File: config.mk
export PLATFORM = sky130hd
export DESIGN_NAME = caliptra_ss_mbox_top
export DESIGN_NICKNAME = d
export VERILOG_FILES = /design/src/hdl/mbox_cfg_pkg.sv /design/src/hdl/mbox_ecc_pkg.sv /design/src/hdl/caliptra_ss_mbox_top.sv /design/src/hdl/mbox_addr_decode.sv /design/src/hdl/mbox_ecc_check.sv /design/src/hdl/mbox_sram_issue.sv
export VERILOG_INCLUDE_DIRS = /design/src /design/src/include
export SDC_FILE = /design/constraint.sdc
export NUM_CORES = 1
export LEC_CHECK = 0
export BUFFER_PORTS_ARGS = -buffer_cell sky130_fd_sc_hd__buf_2
export CORE_ASPECT_RATIO = 0.9
export CORE_MARGIN = 8
export CORE_UTILIZATION = 40
export DETAILED_ROUTE_END_ITERATION = 8
export PLACE_DENSITY_LB_ADDON = 0.12
export RECOVER_POWER = 25
export SYNTH_ARGS = -nofsm -noshare
export SYNTH_HDL_FRONTEND = slang
export SYNTH_SLANG_ARGS = --single-unit
File: constraint.sdc
create_clock -name cptra_ss_clk_i -period 6.5 [get_ports cptra_ss_clk_i]
set_input_delay 0.65 -clock cptra_ss_clk_i [delete_from_list [all_inputs] [get_ports cptra_ss_clk_i]]
set_output_delay 0.65 -clock cptra_ss_clk_i [all_outputs]
set_load 0.01 [all_outputs]
File: src/include/mbox_assert.svh
`ifndef MBOX_ASSERT_SVH
`define MBOX_ASSERT_SVH

// Concurrent check sampled on the rising clock edge
// Quiet while reset_i is high
`define MBOX_ASSERT(name_, clk_, prop_) \
    name_: assert property ( \
        @(posedge clk_) disable iff (reset_i) (prop_) \
    ) else begin \
        $error("%m failed"); \
    end

`endif

File: src/hdl/mbox_cfg_pkg.sv
package mbox_cfg_pkg;

    // --------------------------------------------------
    // Word geometry
    // --------------------------------------------------

    // Payload bits per mailbox word
    localparam int unsigned MBOX_DATA_W = 32;

    // Hamming check bits plus overall parity
    localparam int unsigned MBOX_ECC_W = 7;

    // As stored in the SRAM macro
    localparam int unsigned MBOX_DATA_AND_ECC_W = MBOX_DATA_W + MBOX_ECC_W;

    // --------------------------------------------------
    // Address window
    // --------------------------------------------------

    localparam int unsigned MBOX_SIZE_BYTES = 1024;

    // Word index into the SRAM, 256 entries
    localparam int unsigned MBOX_ADDR_W = 8;

    // Byte address as seen on the request side
    localparam int unsigned MBOX_REQ_ADDR_W = 32;

    // Low address bits below a word boundary
    localparam int unsigned MBOX_BYTE_OFF_W = 2;

endpackage

File: src/hdl/mbox_ecc_pkg.sv
package mbox_ecc_pkg;

    import mbox_cfg_pkg::*;

    // Hamming part of the check field, overall parity sits above it
    localparam int unsigned MBOX_SYN_W = MBOX_ECC_W - 1;

    // Length of the Hamming codeword without the overall parity bit
    localparam int unsigned MBOX_HAM_N = MBOX_DATA_W + MBOX_SYN_W;

    // --------------------------------------------------
    // Stored word, seen whole or split into fields
    // --------------------------------------------------
    typedef union packed {
        logic [MBOX_DATA_AND_ECC_W-1:0] raw;
        struct packed {
            logic [MBOX_ECC_W-1:0]  ecc;
            logic [MBOX_DATA_W-1:0] data;
        } f;
    } mbox_sram_word_u;

    // Codeword position of a data bit, skipping the power-of-two slots
    function automatic logic [MBOX_SYN_W-1:0] mbox_ecc_data_pos(input int unsigned idx);
        int unsigned cnt;
        logic [MBOX_SYN_W-1:0] pos;
        cnt = 0;
        pos = '0;
        for (int unsigned p = 1; p <= MBOX_HAM_N; p++) begin
            if ((p & (p - 1)) != 0) begin
                if (cnt == idx) begin
                    pos = MBOX_SYN_W'(p);
                end
                cnt++;
            end
        end
        return pos;
    endfunction

    // Check bits of a data word, parity over the whole word in the top bit
    function automatic logic [MBOX_ECC_W-1:0] mbox_ecc_encode(
        input logic [MBOX_DATA_W-1:0] data
    );
        logic [MBOX_SYN_W-1:0] chk;
        logic [MBOX_SYN_W-1:0] pos;
        chk = '0;
        for (int unsigned i = 0; i < MBOX_DATA_W; i++) begin
            pos = mbox_ecc_data_pos(i);
            for (int unsigned j = 0; j < MBOX_SYN_W; j++) begin
                if (pos[j]) begin
                    chk[j] = chk[j] ^ data[i];
                end
            end
        end
        return {^{chk, data}, chk};
    endfunction

    // Result is {odd overall parity, syndrome}
    // A nonzero syndrome names the codeword position that flipped
    function automatic logic [MBOX_SYN_W:0] mbox_ecc_syndrome(input mbox_sram_word_u word);
        logic [MBOX_ECC_W-1:0] chk;
        chk = mbox_ecc_encode(word.f.data);
        return {^word.raw, chk[MBOX_SYN_W-1:0] ^ word.f.ecc[MBOX_SYN_W-1:0]};
    endfunction

endpackage

File: src/hdl/caliptra_ss_mbox_top.sv
module caliptra_ss_mbox_top (
    input  logic                                         cptra_ss_clk_i,
    input  logic                                         reset_i,

    // Request strobe
    input  logic                                         req_valid_i,
    input  logic                                         req_we_i,
    input  logic [mbox_cfg_pkg::MBOX_REQ_ADDR_W-1:0]     req_addr_i,
    input  logic [mbox_cfg_pkg::MBOX_DATA_W-1:0]         req_wdata_i,
    input  logic [mbox_cfg_pkg::MBOX_REQ_ADDR_W-1:0]     strap_mbox_base_addr_i,

    // SRAM interface for mbox
    output logic                                         mbox_sram_cs_o,
    output logic                                         mbox_sram_we_o,
    output logic [mbox_cfg_pkg::MBOX_ADDR_W-1:0]         mbox_sram_addr_o,
    output logic [mbox_cfg_pkg::MBOX_DATA_AND_ECC_W-1:0] mbox_sram_wdata_o,
    input  logic [mbox_cfg_pkg::MBOX_DATA_AND_ECC_W-1:0] mbox_sram_rdata_i,

    // Response and errors
    output logic                                         rsp_valid_o,
    output logic [mbox_cfg_pkg::MBOX_DATA_W-1:0]         rsp_rdata_o,
    output logic                                         rsp_err_o,
    output logic                                         error_fatal_o,
    output logic                                         error_non_fatal_o
);

    import mbox_cfg_pkg::*;

    logic                   dec_valid;
    logic                   dec_we;
    logic                   dec_oob;
    logic [MBOX_ADDR_W-1:0] dec_index;
    logic [MBOX_DATA_W-1:0] dec_wdata;

    logic                   iss_valid;
    logic                   iss_we;
    logic                   iss_oob;

    mbox_addr_decode i_addr_decode (
        .cptra_ss_clk_i,
        .reset_i,
        .req_valid_i,
        .req_we_i,
        .req_addr_i,
        .req_wdata_i,
        .strap_mbox_base_addr_i,
        .dec_valid_o (dec_valid),
        .dec_we_o    (dec_we),
        .dec_oob_o   (dec_oob),
        .dec_index_o (dec_index),
        .dec_wdata_o (dec_wdata)
    );

    mbox_sram_issue i_sram_issue (
        .cptra_ss_clk_i,
        .reset_i,
        .dec_valid_i (dec_valid),
        .dec_we_i    (dec_we),
        .dec_oob_i   (dec_oob),
        .dec_index_i (dec_index),
        .dec_wdata_i (dec_wdata),
        .mbox_sram_cs_o,
        .mbox_sram_we_o,
        .mbox_sram_addr_o,
        .mbox_sram_wdata_o,
        .iss_valid_o (iss_valid),
        .iss_we_o    (iss_we),
        .iss_oob_o   (iss_oob)
    );

    mbox_ecc_check i_ecc_check (
        .cptra_ss_clk_i,
        .reset_i,
        .iss_valid_i (iss_valid),
        .iss_we_i    (iss_we),
        .iss_oob_i   (iss_oob),
        .mbox_sram_rdata_i,
        .rsp_valid_o,
        .rsp_rdata_o,
        .rsp_err_o,
        .error_fatal_o,
        .error_non_fatal_o
    );

endmodule

File: src/hdl/mbox_addr_decode.sv
`include "mbox_assert.svh"

module mbox_addr_decode (
    input  logic                                      cptra_ss_clk_i,
    input  logic                                      reset_i,
    input  logic                                      req_valid_i,
    input  logic                                      req_we_i,
    input  logic [mbox_cfg_pkg::MBOX_REQ_ADDR_W-1:0]  req_addr_i,
    input  logic [mbox_cfg_pkg::MBOX_DATA_W-1:0]      req_wdata_i,
    input  logic [mbox_cfg_pkg::MBOX_REQ_ADDR_W-1:0]  strap_mbox_base_addr_i,
    output logic                                      dec_valid_o,
    output logic                                      dec_we_o,
    output logic                                      dec_oob_o,
    output logic [mbox_cfg_pkg::MBOX_ADDR_W-1:0]      dec_index_o,
    output logic [mbox_cfg_pkg::MBOX_DATA_W-1:0]      dec_wdata_o
);

    import mbox_cfg_pkg::*;

    logic [MBOX_REQ_ADDR_W-1:0] offset;
    logic                       in_window;
    logic                       aligned;

    // Byte offset into the mailbox, wraps below the base
    assign offset    = req_addr_i - strap_mbox_base_addr_i;
    assign in_window = offset < MBOX_REQ_ADDR_W'(MBOX_SIZE_BYTES);
    assign aligned   = offset[MBOX_BYTE_OFF_W-1:0] == '0;

    always_ff @(posedge cptra_ss_clk_i) begin
        if (reset_i) begin
            dec_valid_o <= 1'b0;
            dec_we_o    <= 1'b0;
            dec_oob_o   <= 1'b0;
        end else begin
            dec_valid_o <= req_valid_i;
            dec_we_o    <= req_valid_i & req_we_i;
            dec_oob_o   <= req_valid_i & ~(in_window & aligned);
        end
    end

    // Payload
    always_ff @(posedge cptra_ss_clk_i) begin
        if (req_valid_i) begin
            dec_index_o <= offset[MBOX_BYTE_OFF_W +: MBOX_ADDR_W];
            dec_wdata_o <= req_wdata_i;
        end
    end

    // Index of an accepted request maps back onto the address it came from
    `MBOX_ASSERT(a_dec_index_in_window, cptra_ss_clk_i,
        dec_valid_o && !dec_oob_o |->
            MBOX_REQ_ADDR_W'({dec_index_o, {MBOX_BYTE_OFF_W{1'b0}}})
                + $past(strap_mbox_base_addr_i) == $past(req_addr_i))

endmodule

File: src/hdl/mbox_ecc_check.sv
`include "mbox_assert.svh"

module mbox_ecc_check (
    input  logic                                         cptra_ss_clk_i,
    input  logic                                         reset_i,
    input  logic                                         iss_valid_i,
    input  logic                                         iss_we_i,
    input  logic                                         iss_oob_i,
    input  logic [mbox_cfg_pkg::MBOX_DATA_AND_ECC_W-1:0] mbox_sram_rdata_i,
    output logic                                         rsp_valid_o,
    output logic [mbox_cfg_pkg::MBOX_DATA_W-1:0]         rsp_rdata_o,
    output logic                                         rsp_err_o,
    output logic                                         error_fatal_o,
    output logic                                         error_non_fatal_o
);

    import mbox_cfg_pkg::*;
    import mbox_ecc_pkg::*;

    mbox_sram_word_u        rd_word;
    logic [MBOX_SYN_W:0]    syn_res;
    logic [MBOX_SYN_W-1:0]  syn_bits;
    logic                   syn_odd;
    logic [MBOX_DATA_W-1:0] flip_mask;
    logic [MBOX_DATA_W-1:0] fixed_data;
    logic                   rd_chk;
    logic                   single_err;
    logic                   double_err;

    // --------------------------------------------------
    // Syndrome and correction
    // --------------------------------------------------
    assign rd_word.raw = mbox_sram_rdata_i;
    assign syn_res     = mbox_ecc_syndrome(rd_word);
    assign syn_odd     = syn_res[MBOX_SYN_W];
    assign syn_bits    = syn_res[MBOX_SYN_W-1:0];

    // Flip only a data bit; a hit on a check bit leaves data alone
    always_comb begin
        flip_mask = '0;
        for (int unsigned i = 0; i < MBOX_DATA_W; i++) begin
            flip_mask[i] = syn_odd && (syn_bits == mbox_ecc_data_pos(i));
        end
    end

    assign fixed_data = rd_word.f.data ^ flip_mask;

    // Only a read that actually touched the SRAM is checked
    assign rd_chk     = iss_valid_i & ~iss_we_i & ~iss_oob_i;
    assign single_err = rd_chk & syn_odd;
    assign double_err = rd_chk & ~syn_odd & (syn_bits != '0);

    // --------------------------------------------------
    // Response
    // --------------------------------------------------
    always_ff @(posedge cptra_ss_clk_i) begin
        if (reset_i) begin
            rsp_valid_o       <= 1'b0;
            rsp_err_o         <= 1'b0;
            error_non_fatal_o <= 1'b0;
            error_fatal_o     <= 1'b0;
        end else begin
            rsp_valid_o       <= iss_valid_i;
            rsp_err_o         <= (iss_valid_i & iss_oob_i) | double_err;
            error_non_fatal_o <= single_err;
            // Sticky until reset
            error_fatal_o     <= error_fatal_o | double_err;
        end
    end

    // Writes, out-of-window and uncorrectable reads return zero
    always_ff @(posedge cptra_ss_clk_i) begin
        if (iss_valid_i) begin
            rsp_rdata_o <= (rd_chk && !double_err) ? fixed_data : '0;
        end
    end

    `MBOX_ASSERT(a_non_fatal_with_rsp, cptra_ss_clk_i,
        error_non_fatal_o |-> rsp_valid_o && !rsp_err_o)

endmodule

File: src/hdl/mbox_sram_issue.sv
`include "mbox_assert.svh"

module mbox_sram_issue (
    input  logic                                         cptra_ss_clk_i,
    input  logic                                         reset_i,
    input  logic                                         dec_valid_i,
    input  logic                                         dec_we_i,
    input  logic                                         dec_oob_i,
    input  logic [mbox_cfg_pkg::MBOX_ADDR_W-1:0]         dec_index_i,
    input  logic [mbox_cfg_pkg::MBOX_DATA_W-1:0]         dec_wdata_i,
    output logic                                         mbox_sram_cs_o,
    output logic                                         mbox_sram_we_o,
    output logic [mbox_cfg_pkg::MBOX_ADDR_W-1:0]         mbox_sram_addr_o,
    output logic [mbox_cfg_pkg::MBOX_DATA_AND_ECC_W-1:0] mbox_sram_wdata_o,
    output logic                                         iss_valid_o,
    output logic                                         iss_we_o,
    output logic                                         iss_oob_o
);

    import mbox_cfg_pkg::*;
    import mbox_ecc_pkg::*;

    mbox_sram_word_u wr_word;
    logic            access;

    // Tag of the request sitting on the SRAM port
    logic            pend_valid;
    logic            pend_we;
    logic            pend_oob;

    assign access = dec_valid_i & ~dec_oob_i;

    always_comb begin
        wr_word.f.data = dec_wdata_i;
        wr_word.f.ecc  = mbox_ecc_encode(dec_wdata_i);
    end

    always_ff @(posedge cptra_ss_clk_i) begin
        if (reset_i) begin
            mbox_sram_cs_o <= 1'b0;
            mbox_sram_we_o <= 1'b0;
            pend_valid     <= 1'b0;
            pend_we        <= 1'b0;
            pend_oob       <= 1'b0;
            iss_valid_o    <= 1'b0;
            iss_we_o       <= 1'b0;
            iss_oob_o      <= 1'b0;
        end else begin
            mbox_sram_cs_o <= access;
            mbox_sram_we_o <= access & dec_we_i;
            pend_valid     <= dec_valid_i;
            pend_we        <= dec_we_i;
            pend_oob       <= dec_oob_i;
            // Read data comes back one cycle after the port, tag follows it
            iss_valid_o    <= pend_valid;
            iss_we_o       <= pend_we;
            iss_oob_o      <= pend_oob;
        end
    end

    always_ff @(posedge cptra_ss_clk_i) begin
        if (access) begin
            mbox_sram_addr_o  <= dec_index_i;
            mbox_sram_wdata_o <= wr_word.raw;
        end
    end

    // A write on the port needs chip select and its tag reaches stage 3 a cycle later
    `MBOX_ASSERT(a_we_needs_cs, cptra_ss_clk_i,
        mbox_sram_we_o |-> mbox_sram_cs_o ##1 (iss_valid_o && iss_we_o && !iss_oob_o))

endmodule

Word-level counts from Yosys, hierarchy flattened
Index checks and enable logic that the tools add are counted.
Widths: inputs -> output; s select.
{ "word_totals": {"input_bits": 139, "register_bits": 134, "out_inout_bits": 85, "word_cells": 280} }
{ "op_classes": {"n_addsub": 1, "order_cmp": 1, "n_eq_ne": 32, "reduce_logical": 38, "bitwise": 188} }
{ "ops": {"columns": ["cell", "n"], "rows": [
  ["$xor 1x1->1", 168],
  ["$eq 6x5->1 const B", 15],
  ["$eq 6x4->1 const B", 7],
  ["$reduce_xor 39->1", 1],
  ["$reduce_xor 38->1", 1],
  ["$eq 6x6->1 const B", 6],
  ["$logic_and 1x1->1", 33],
  ["$lt 32x11->1 const B", 1],
  ["$sub 32x32->32", 1],
  ["$xor 32x32->32", 1],
  ["$eq 6x3->1 const B", 3],
  ["$and 1x1->1", 11],
  ["$eq 6x2->1 const B", 1],
  ["$reduce_bool 6->1", 1],
  ["$xor 6x6->6", 1],
  ["$not 1->1", 5],
  ["$logic_not 2->1", 1],
  ["$or 1x1->1", 2],
  ["$logic_not 1->1", 1]
]} }

Logic depth before layout (Yosys ltp)
{ "depth": {"ltp_word": 22, "depth_mapped": 13, "ltp_nobuf": 13} }

Cells and area by module
A second synthesis with hierarchy kept.
{ "hier_totals": {"hier_cells": 727, "hier_area_um2": 8727.1} }
{ "by_module_without_submodules": {"columns": ["module", "cells_per_inst", "area_per_inst_um2", "n_inst", "seq_area_each_um2"], "rows": [
  ["mbox_addr_decode", 339, 3303.2, 1, 1261.2],
  ["mbox_ecc_check", 267, 3101.7, 1, 1041.0],
  ["mbox_sram_issue", 121, 2322.2, 1, 1571.5]
]} }

Least setup slack after synthesis
Ideal clock, no wire load.
{ "synth_path": {"path_type": "input to register", "startpoint": "in req_addr_i[0] (netlist bit)", "endpoint": "reg i_addr_decode.dec_oob_o", "path_buffers": 0, "cell_stages": 13, "path_slack_ns": 3.061, "setup_time_ns": 0.131, "t_arrival_ns": 3.308, "t_required_ns": 6.369, "cell_sequence": "inv_1 > ha_1 > inv_1 > fa_1 > a211oi_1 > nor4_1 > o311ai_0 > o21ai_0 > and4_1 > o31ai_1 > mux2i_1 > o2111a_1 > a21boi_0"} }
{ "synth_between": {"elab_chain_len": 5, "word_cells_on_any_way": 6, "cone_classes": "1 x add/sub; 1 x order compare; 3 x bitwise; 1 x reduce/logical"} }
{ "synth_rtl": {"columns": ["item", "line_no", "rtl"], "rows": [
  ["start: declaration", "caliptra_ss_mbox_top.sv:8", "input logic [mbox_cfg_pkg::MBOX_REQ_ADDR_W-1:0] req_addr_i,"],
  ["$sub 32x32->32 *", "mbox_addr_decode.sv:25", "assign offset = req_addr_i - strap_mbox_base_addr_i;"],
  ["$lt 32x11->1 / $logic_not 2->1 (equally long branches)", "mbox_addr_decode.sv:26, mbox_addr_decode.sv:27", null],
  ["$and 1x1->1 *", "mbox_addr_decode.sv:37", "dec_oob_o <= req_valid_i & ~(in_window & aligned);"],
  ["$not 1->1 *", "mbox_addr_decode.sv:37", null],
  ["$and 1x1->1 *", "mbox_addr_decode.sv:37", null],
  ["end signal: assignment", "mbox_addr_decode.sv:37", null],
  ["end: declaration", "mbox_addr_decode.sv:13", "output logic dec_oob_o,"]
]} }
Mark *: on every way between the ends. The rest lies on a longest branch, timed or not.
A chain may end at the register's enable or synchronous reset.

Final worst setup path
Ends and elaborated chain as after synthesis.

==> results.sh <==
export IMPL_finalWorstPathRequiredPeriod_ns=3.647
export IMPL_yosysUniqueCellTypes=64
export IMPL_grt_setup_unrepaired="false"
export IMPL_clk_transition_reported_paths_ns=0.06
export IMPL_status="finished with violations"
export IMPL_clkPwrFrac_pct=30.8
export IMPL_final_nets=1106
export IMPL_pwr_share_seq_pct=32.4
export IMPL_timing_critical_path_arrival_ns=3.93
export IMPL_worst_setup_path_startpoint="req_addr_i[0]"
export IMPL_pwr_density_cell_mw_per_mm2=325.5
export IMPL_drtAntennaViolNets=0
export IMPL_synth_adder_area_share_pct=5.005
export IMPL_layout_cells_non_filler=1202
export IMPL_dp_hpwl_um=16130
export IMPL_grt_max_usage_layer="met2"
export IMPL_timing_setup_tns_ns=0
export IMPL_drc=0
export IMPL_violations_in_the_final_reports="max-capacitance violations, max-slew violations"
export IMPL_avgSynthCellArea_um2=11.59
export IMPL_cts_buffers=17
export IMPL_report_final_hold_viol_count=0
export IMPL_worst_setup_path_start_kind="input pin"
export IMPL_netSwitchingPower_mw=1.111
export IMPL_floorplan_initialDensity_pct=40.77
export IMPL_clock_skew_ns=0.006096
export IMPL_post_cts_resize_count=0
export IMPL_boundaryPins=224
export IMPL_grt_pass1_vias=6176
export IMPL_die_area_mm2=0.02520
export IMPL_grt_total_usage_pct=16.12
export IMPL_fp_dieW_um=166.5
export IMPL_synth_yosys_seq_area_share_pct=47.54
export IMPL_fmaxAchievable_ghz=0.2742
export IMPL_htree_num_levels=4
export IMPL_post_synth_top_area_cell="edfxtp_1"
export IMPL_postCtsHoldBufs=0
export IMPL_wl_um=20400
export IMPL_mostFrequentLayoutCell="buf_2"
export IMPL_synthesis_instances=703
export IMPL_cp_end_kind="flop"
export IMPL_post_route_period_util_pct=56.11
export IMPL_post_synth_xor_area_fraction_pct=22.17
export IMPL_post_route_core_utilization_pct=50.77
export IMPL_hold_slack_ns=0.4103
export IMPL_globalRouteOverflowTotal=0
export IMPL_global_route_usage_met1_pct=20.60
export IMPL_netlist_area_leader_share_pct=43.85
export IMPL_io_buffers=223
export IMPL_worstPathRequired_ns=6.79
export IMPL_bufs_on_longest_clock_path=2
export IMPL_critical_path_class="in2reg"
export IMPL_leakagePower_nw=3.990
export IMPL_diodes=0
export IMPL_route_detailed_wl_per_inst_um=16.97
export IMPL_timing_max_slew_rel_slack_pct=-25.38
export IMPL_via_per_inst=4.929
export IMPL_synth_seq_cells=134
export IMPL_fp_dieH_um=151.4
export IMPL_floorplan_rows=49
export IMPL_max_slew_worst_pin_slew_ns=1.881
export IMPL_sw_frac_of_total_pct=33.64
export IMPL_signed_area_change_from_the_synthesized_netlist_to_the_final_layout_pct=24.52
export IMPL_final_design_area_no_fill_mm2=0.01015
export IMPL_routabilityCongestion=0.9038
export IMPL_antenna_found_initial=0
export IMPL_synth_edff_count=119
export IMPL_largest_net_degree_at_the_start_of_global_routing=50
export IMPL_initialDrtViolationCount=386
export IMPL_core_area_mm2=0.01999
export IMPL_setup_viol=0
export IMPL_ir_worst_vdd_uv=219.4
export IMPL_route_vias_total=5925
export IMPL_ys_warn_count=0
export IMPL_gr_usage_met3_pct=3.986
export IMPL_cts_root_buffer="clkbuf_16"
export IMPL_fin_total_pwr_mw=3.303
export IMPL_internal_power_mw=2.192
export IMPL_dpl_worst_slack_ns=2.468
export IMPL_postSynthNetCount=874
export IMPL_fin_ws_ns=2.853
export IMPL_critical_path_peak_fanout=4
export IMPL_share_comb_of_total_power_pct=36.8
export IMPL_drt_pre_antenna_iters=6
export IMPL_muxShareOfSynthArea_pct=0.2457
export IMPL_final_cell_mix="219 x buf_2, 119 x edfxtp_1, 113 x xnor2_1, 51 x xor2_1, 43 x inv_1"
export IMPL_post_synth_main_area_contributors="edfxtp_1 44%, xnor2_1 12%, xor2_1 5.5%"
export IMPL_critical_path_reg2reg_startpoint="i_sram_issue.iss_valid_o$_SDFF_PP0_"
export IMPL_hp_start="req_wdata_i[12]"
export IMPL_postSynth_asyncResetShare_pct=0
export IMPL_grt_util_met2_pct=26.52
export IMPL_synth_simple_gate_area_share_pct=12.82
export IMPL_synthFlopType="edfxtp_1"
export IMPL_synth_top_family_by_area="XOR/XNOR gates"
export IMPL_clock_insertion_delay_worst_skew_ns=0.41
export IMPL_placed_cells_incl_taps=1171
export IMPL_slew_violations=36
export IMPL_cap_violations=1
export IMPL_cts_sink_count=134
export IMPL_cts_tree="yes"
export IMPL_worstHoldPathType="in2reg"
export IMPL_synth_compound_area_share_pct=9.304
export IMPL_layout_drive_gt1_share_pct=31.78
export IMPL_grt_pass1_wl_um=32420
export IMPL_syn_cell_area_mm2=0.008149
export IMPL_post_cts_buffers=0
export IMPL_place_area_mm2=0.009530
worst max-delay path: stages:
cell and delay (ns):
buf_2 0.09, inv_1 0.04, ha_1 0.15, inv_1 0.05, fa_1 0.43, a211oi_1 0.33, nor4_1 0.14, o311ai_0 0.56
o21ai_0 0.36, and4_1 0.31, o31ai_1 0.30, mux2i_1 0.22, o2111a_1 0.20, a21boi_0 0.07
registers in the layout (all words and copies together) (netlist names), 8 cells and up:
signal,cells
i_sram_issue.mbox_sram_wdata_o,39
i_addr_decode.dec_wdata_o,32
i_ecc_check.rsp_rdata_o,32
i_addr_decode.dec_index_o,8
i_sram_issue.mbox_sram_addr_o,8
synthesized netlist by cell type (all sizes together), types with 4 or more instances:
library cell and number:
nand2b 7, xor2 51, nand3 26, and3 5, buf 4, o221ai 4, nand4 5, clkbuf 8
nor4 12, a21oi 27, xnor2 118, o21bai 8, dfxtp 15, nand2 26, nor3b 5, a21o 11
or3 5, a211oi 8, nor3 13, inv 43, nor2 57, xnor3 9, edfxtp 119, ha 31
o21ai 17, nor2b 17
power by group through the flow:
stage          Clock, mW  Combinational [mW]  Sequential (mW)
2_1_floorplan          0               0.917             1.11
3_3_place_gp           0                1.21             1.09
3_5_place_dp           0                1.21             1.09
4_1_cts             1.04                1.22             1.07
5_1_grt             1.08                1.33             1.08
6_report            1.02                1.21             1.07
kinds of logic (layout without fill, tap and decap cells):
| logic type | count (synthesis) | in the layout |
|---|---|---|
| compound gates | 111 | 111 |
| xor+xnor | 181 | 181 |
| fa+ha+maj | 32 | 32 |
| buf+inv | 55 | 299 |
| flops | 134 | 134 |
| mux | 2 | 2 |
| simple gates | 188 | 188 |
cell type report:
cell class                 instances  area (µm²)
clock buffer                      18       429.2
clock inverter                    13       196.4
fill                            1854        9839
inverter                          43       161.4
multi-input combinational        514        4045
sequential                       134        3874
tap                              255       319.1
timing repair buffer             225        1122
final timing paths:
check        cells after the start  slack [ns]                                    endpoint
max reg2reg                      4        3.42    i_ecc_check.rsp_rdata_o[1]$_SDFFCE_PN0P_
max                             14        2.85          i_addr_decode.dec_oob_o$_SDFF_PP0_
min reg2reg                      0        0.42  i_sram_issue.mbox_sram_addr_o[7]$_DFFE_PP_
min                              1        0.41     i_addr_decode.dec_wdata_o[12]$_DFFE_PP_
per-layer routing:
metal  wire, µm  vias up  part of all wire, %
li1           -     2975                    -
met2       9641      202                   47
met1       9310     2725                   46
met5          0        -                    0
met4        298        0                  1.5
met3       1150       23                  5.6
Power figures use the tool's default switching activity.
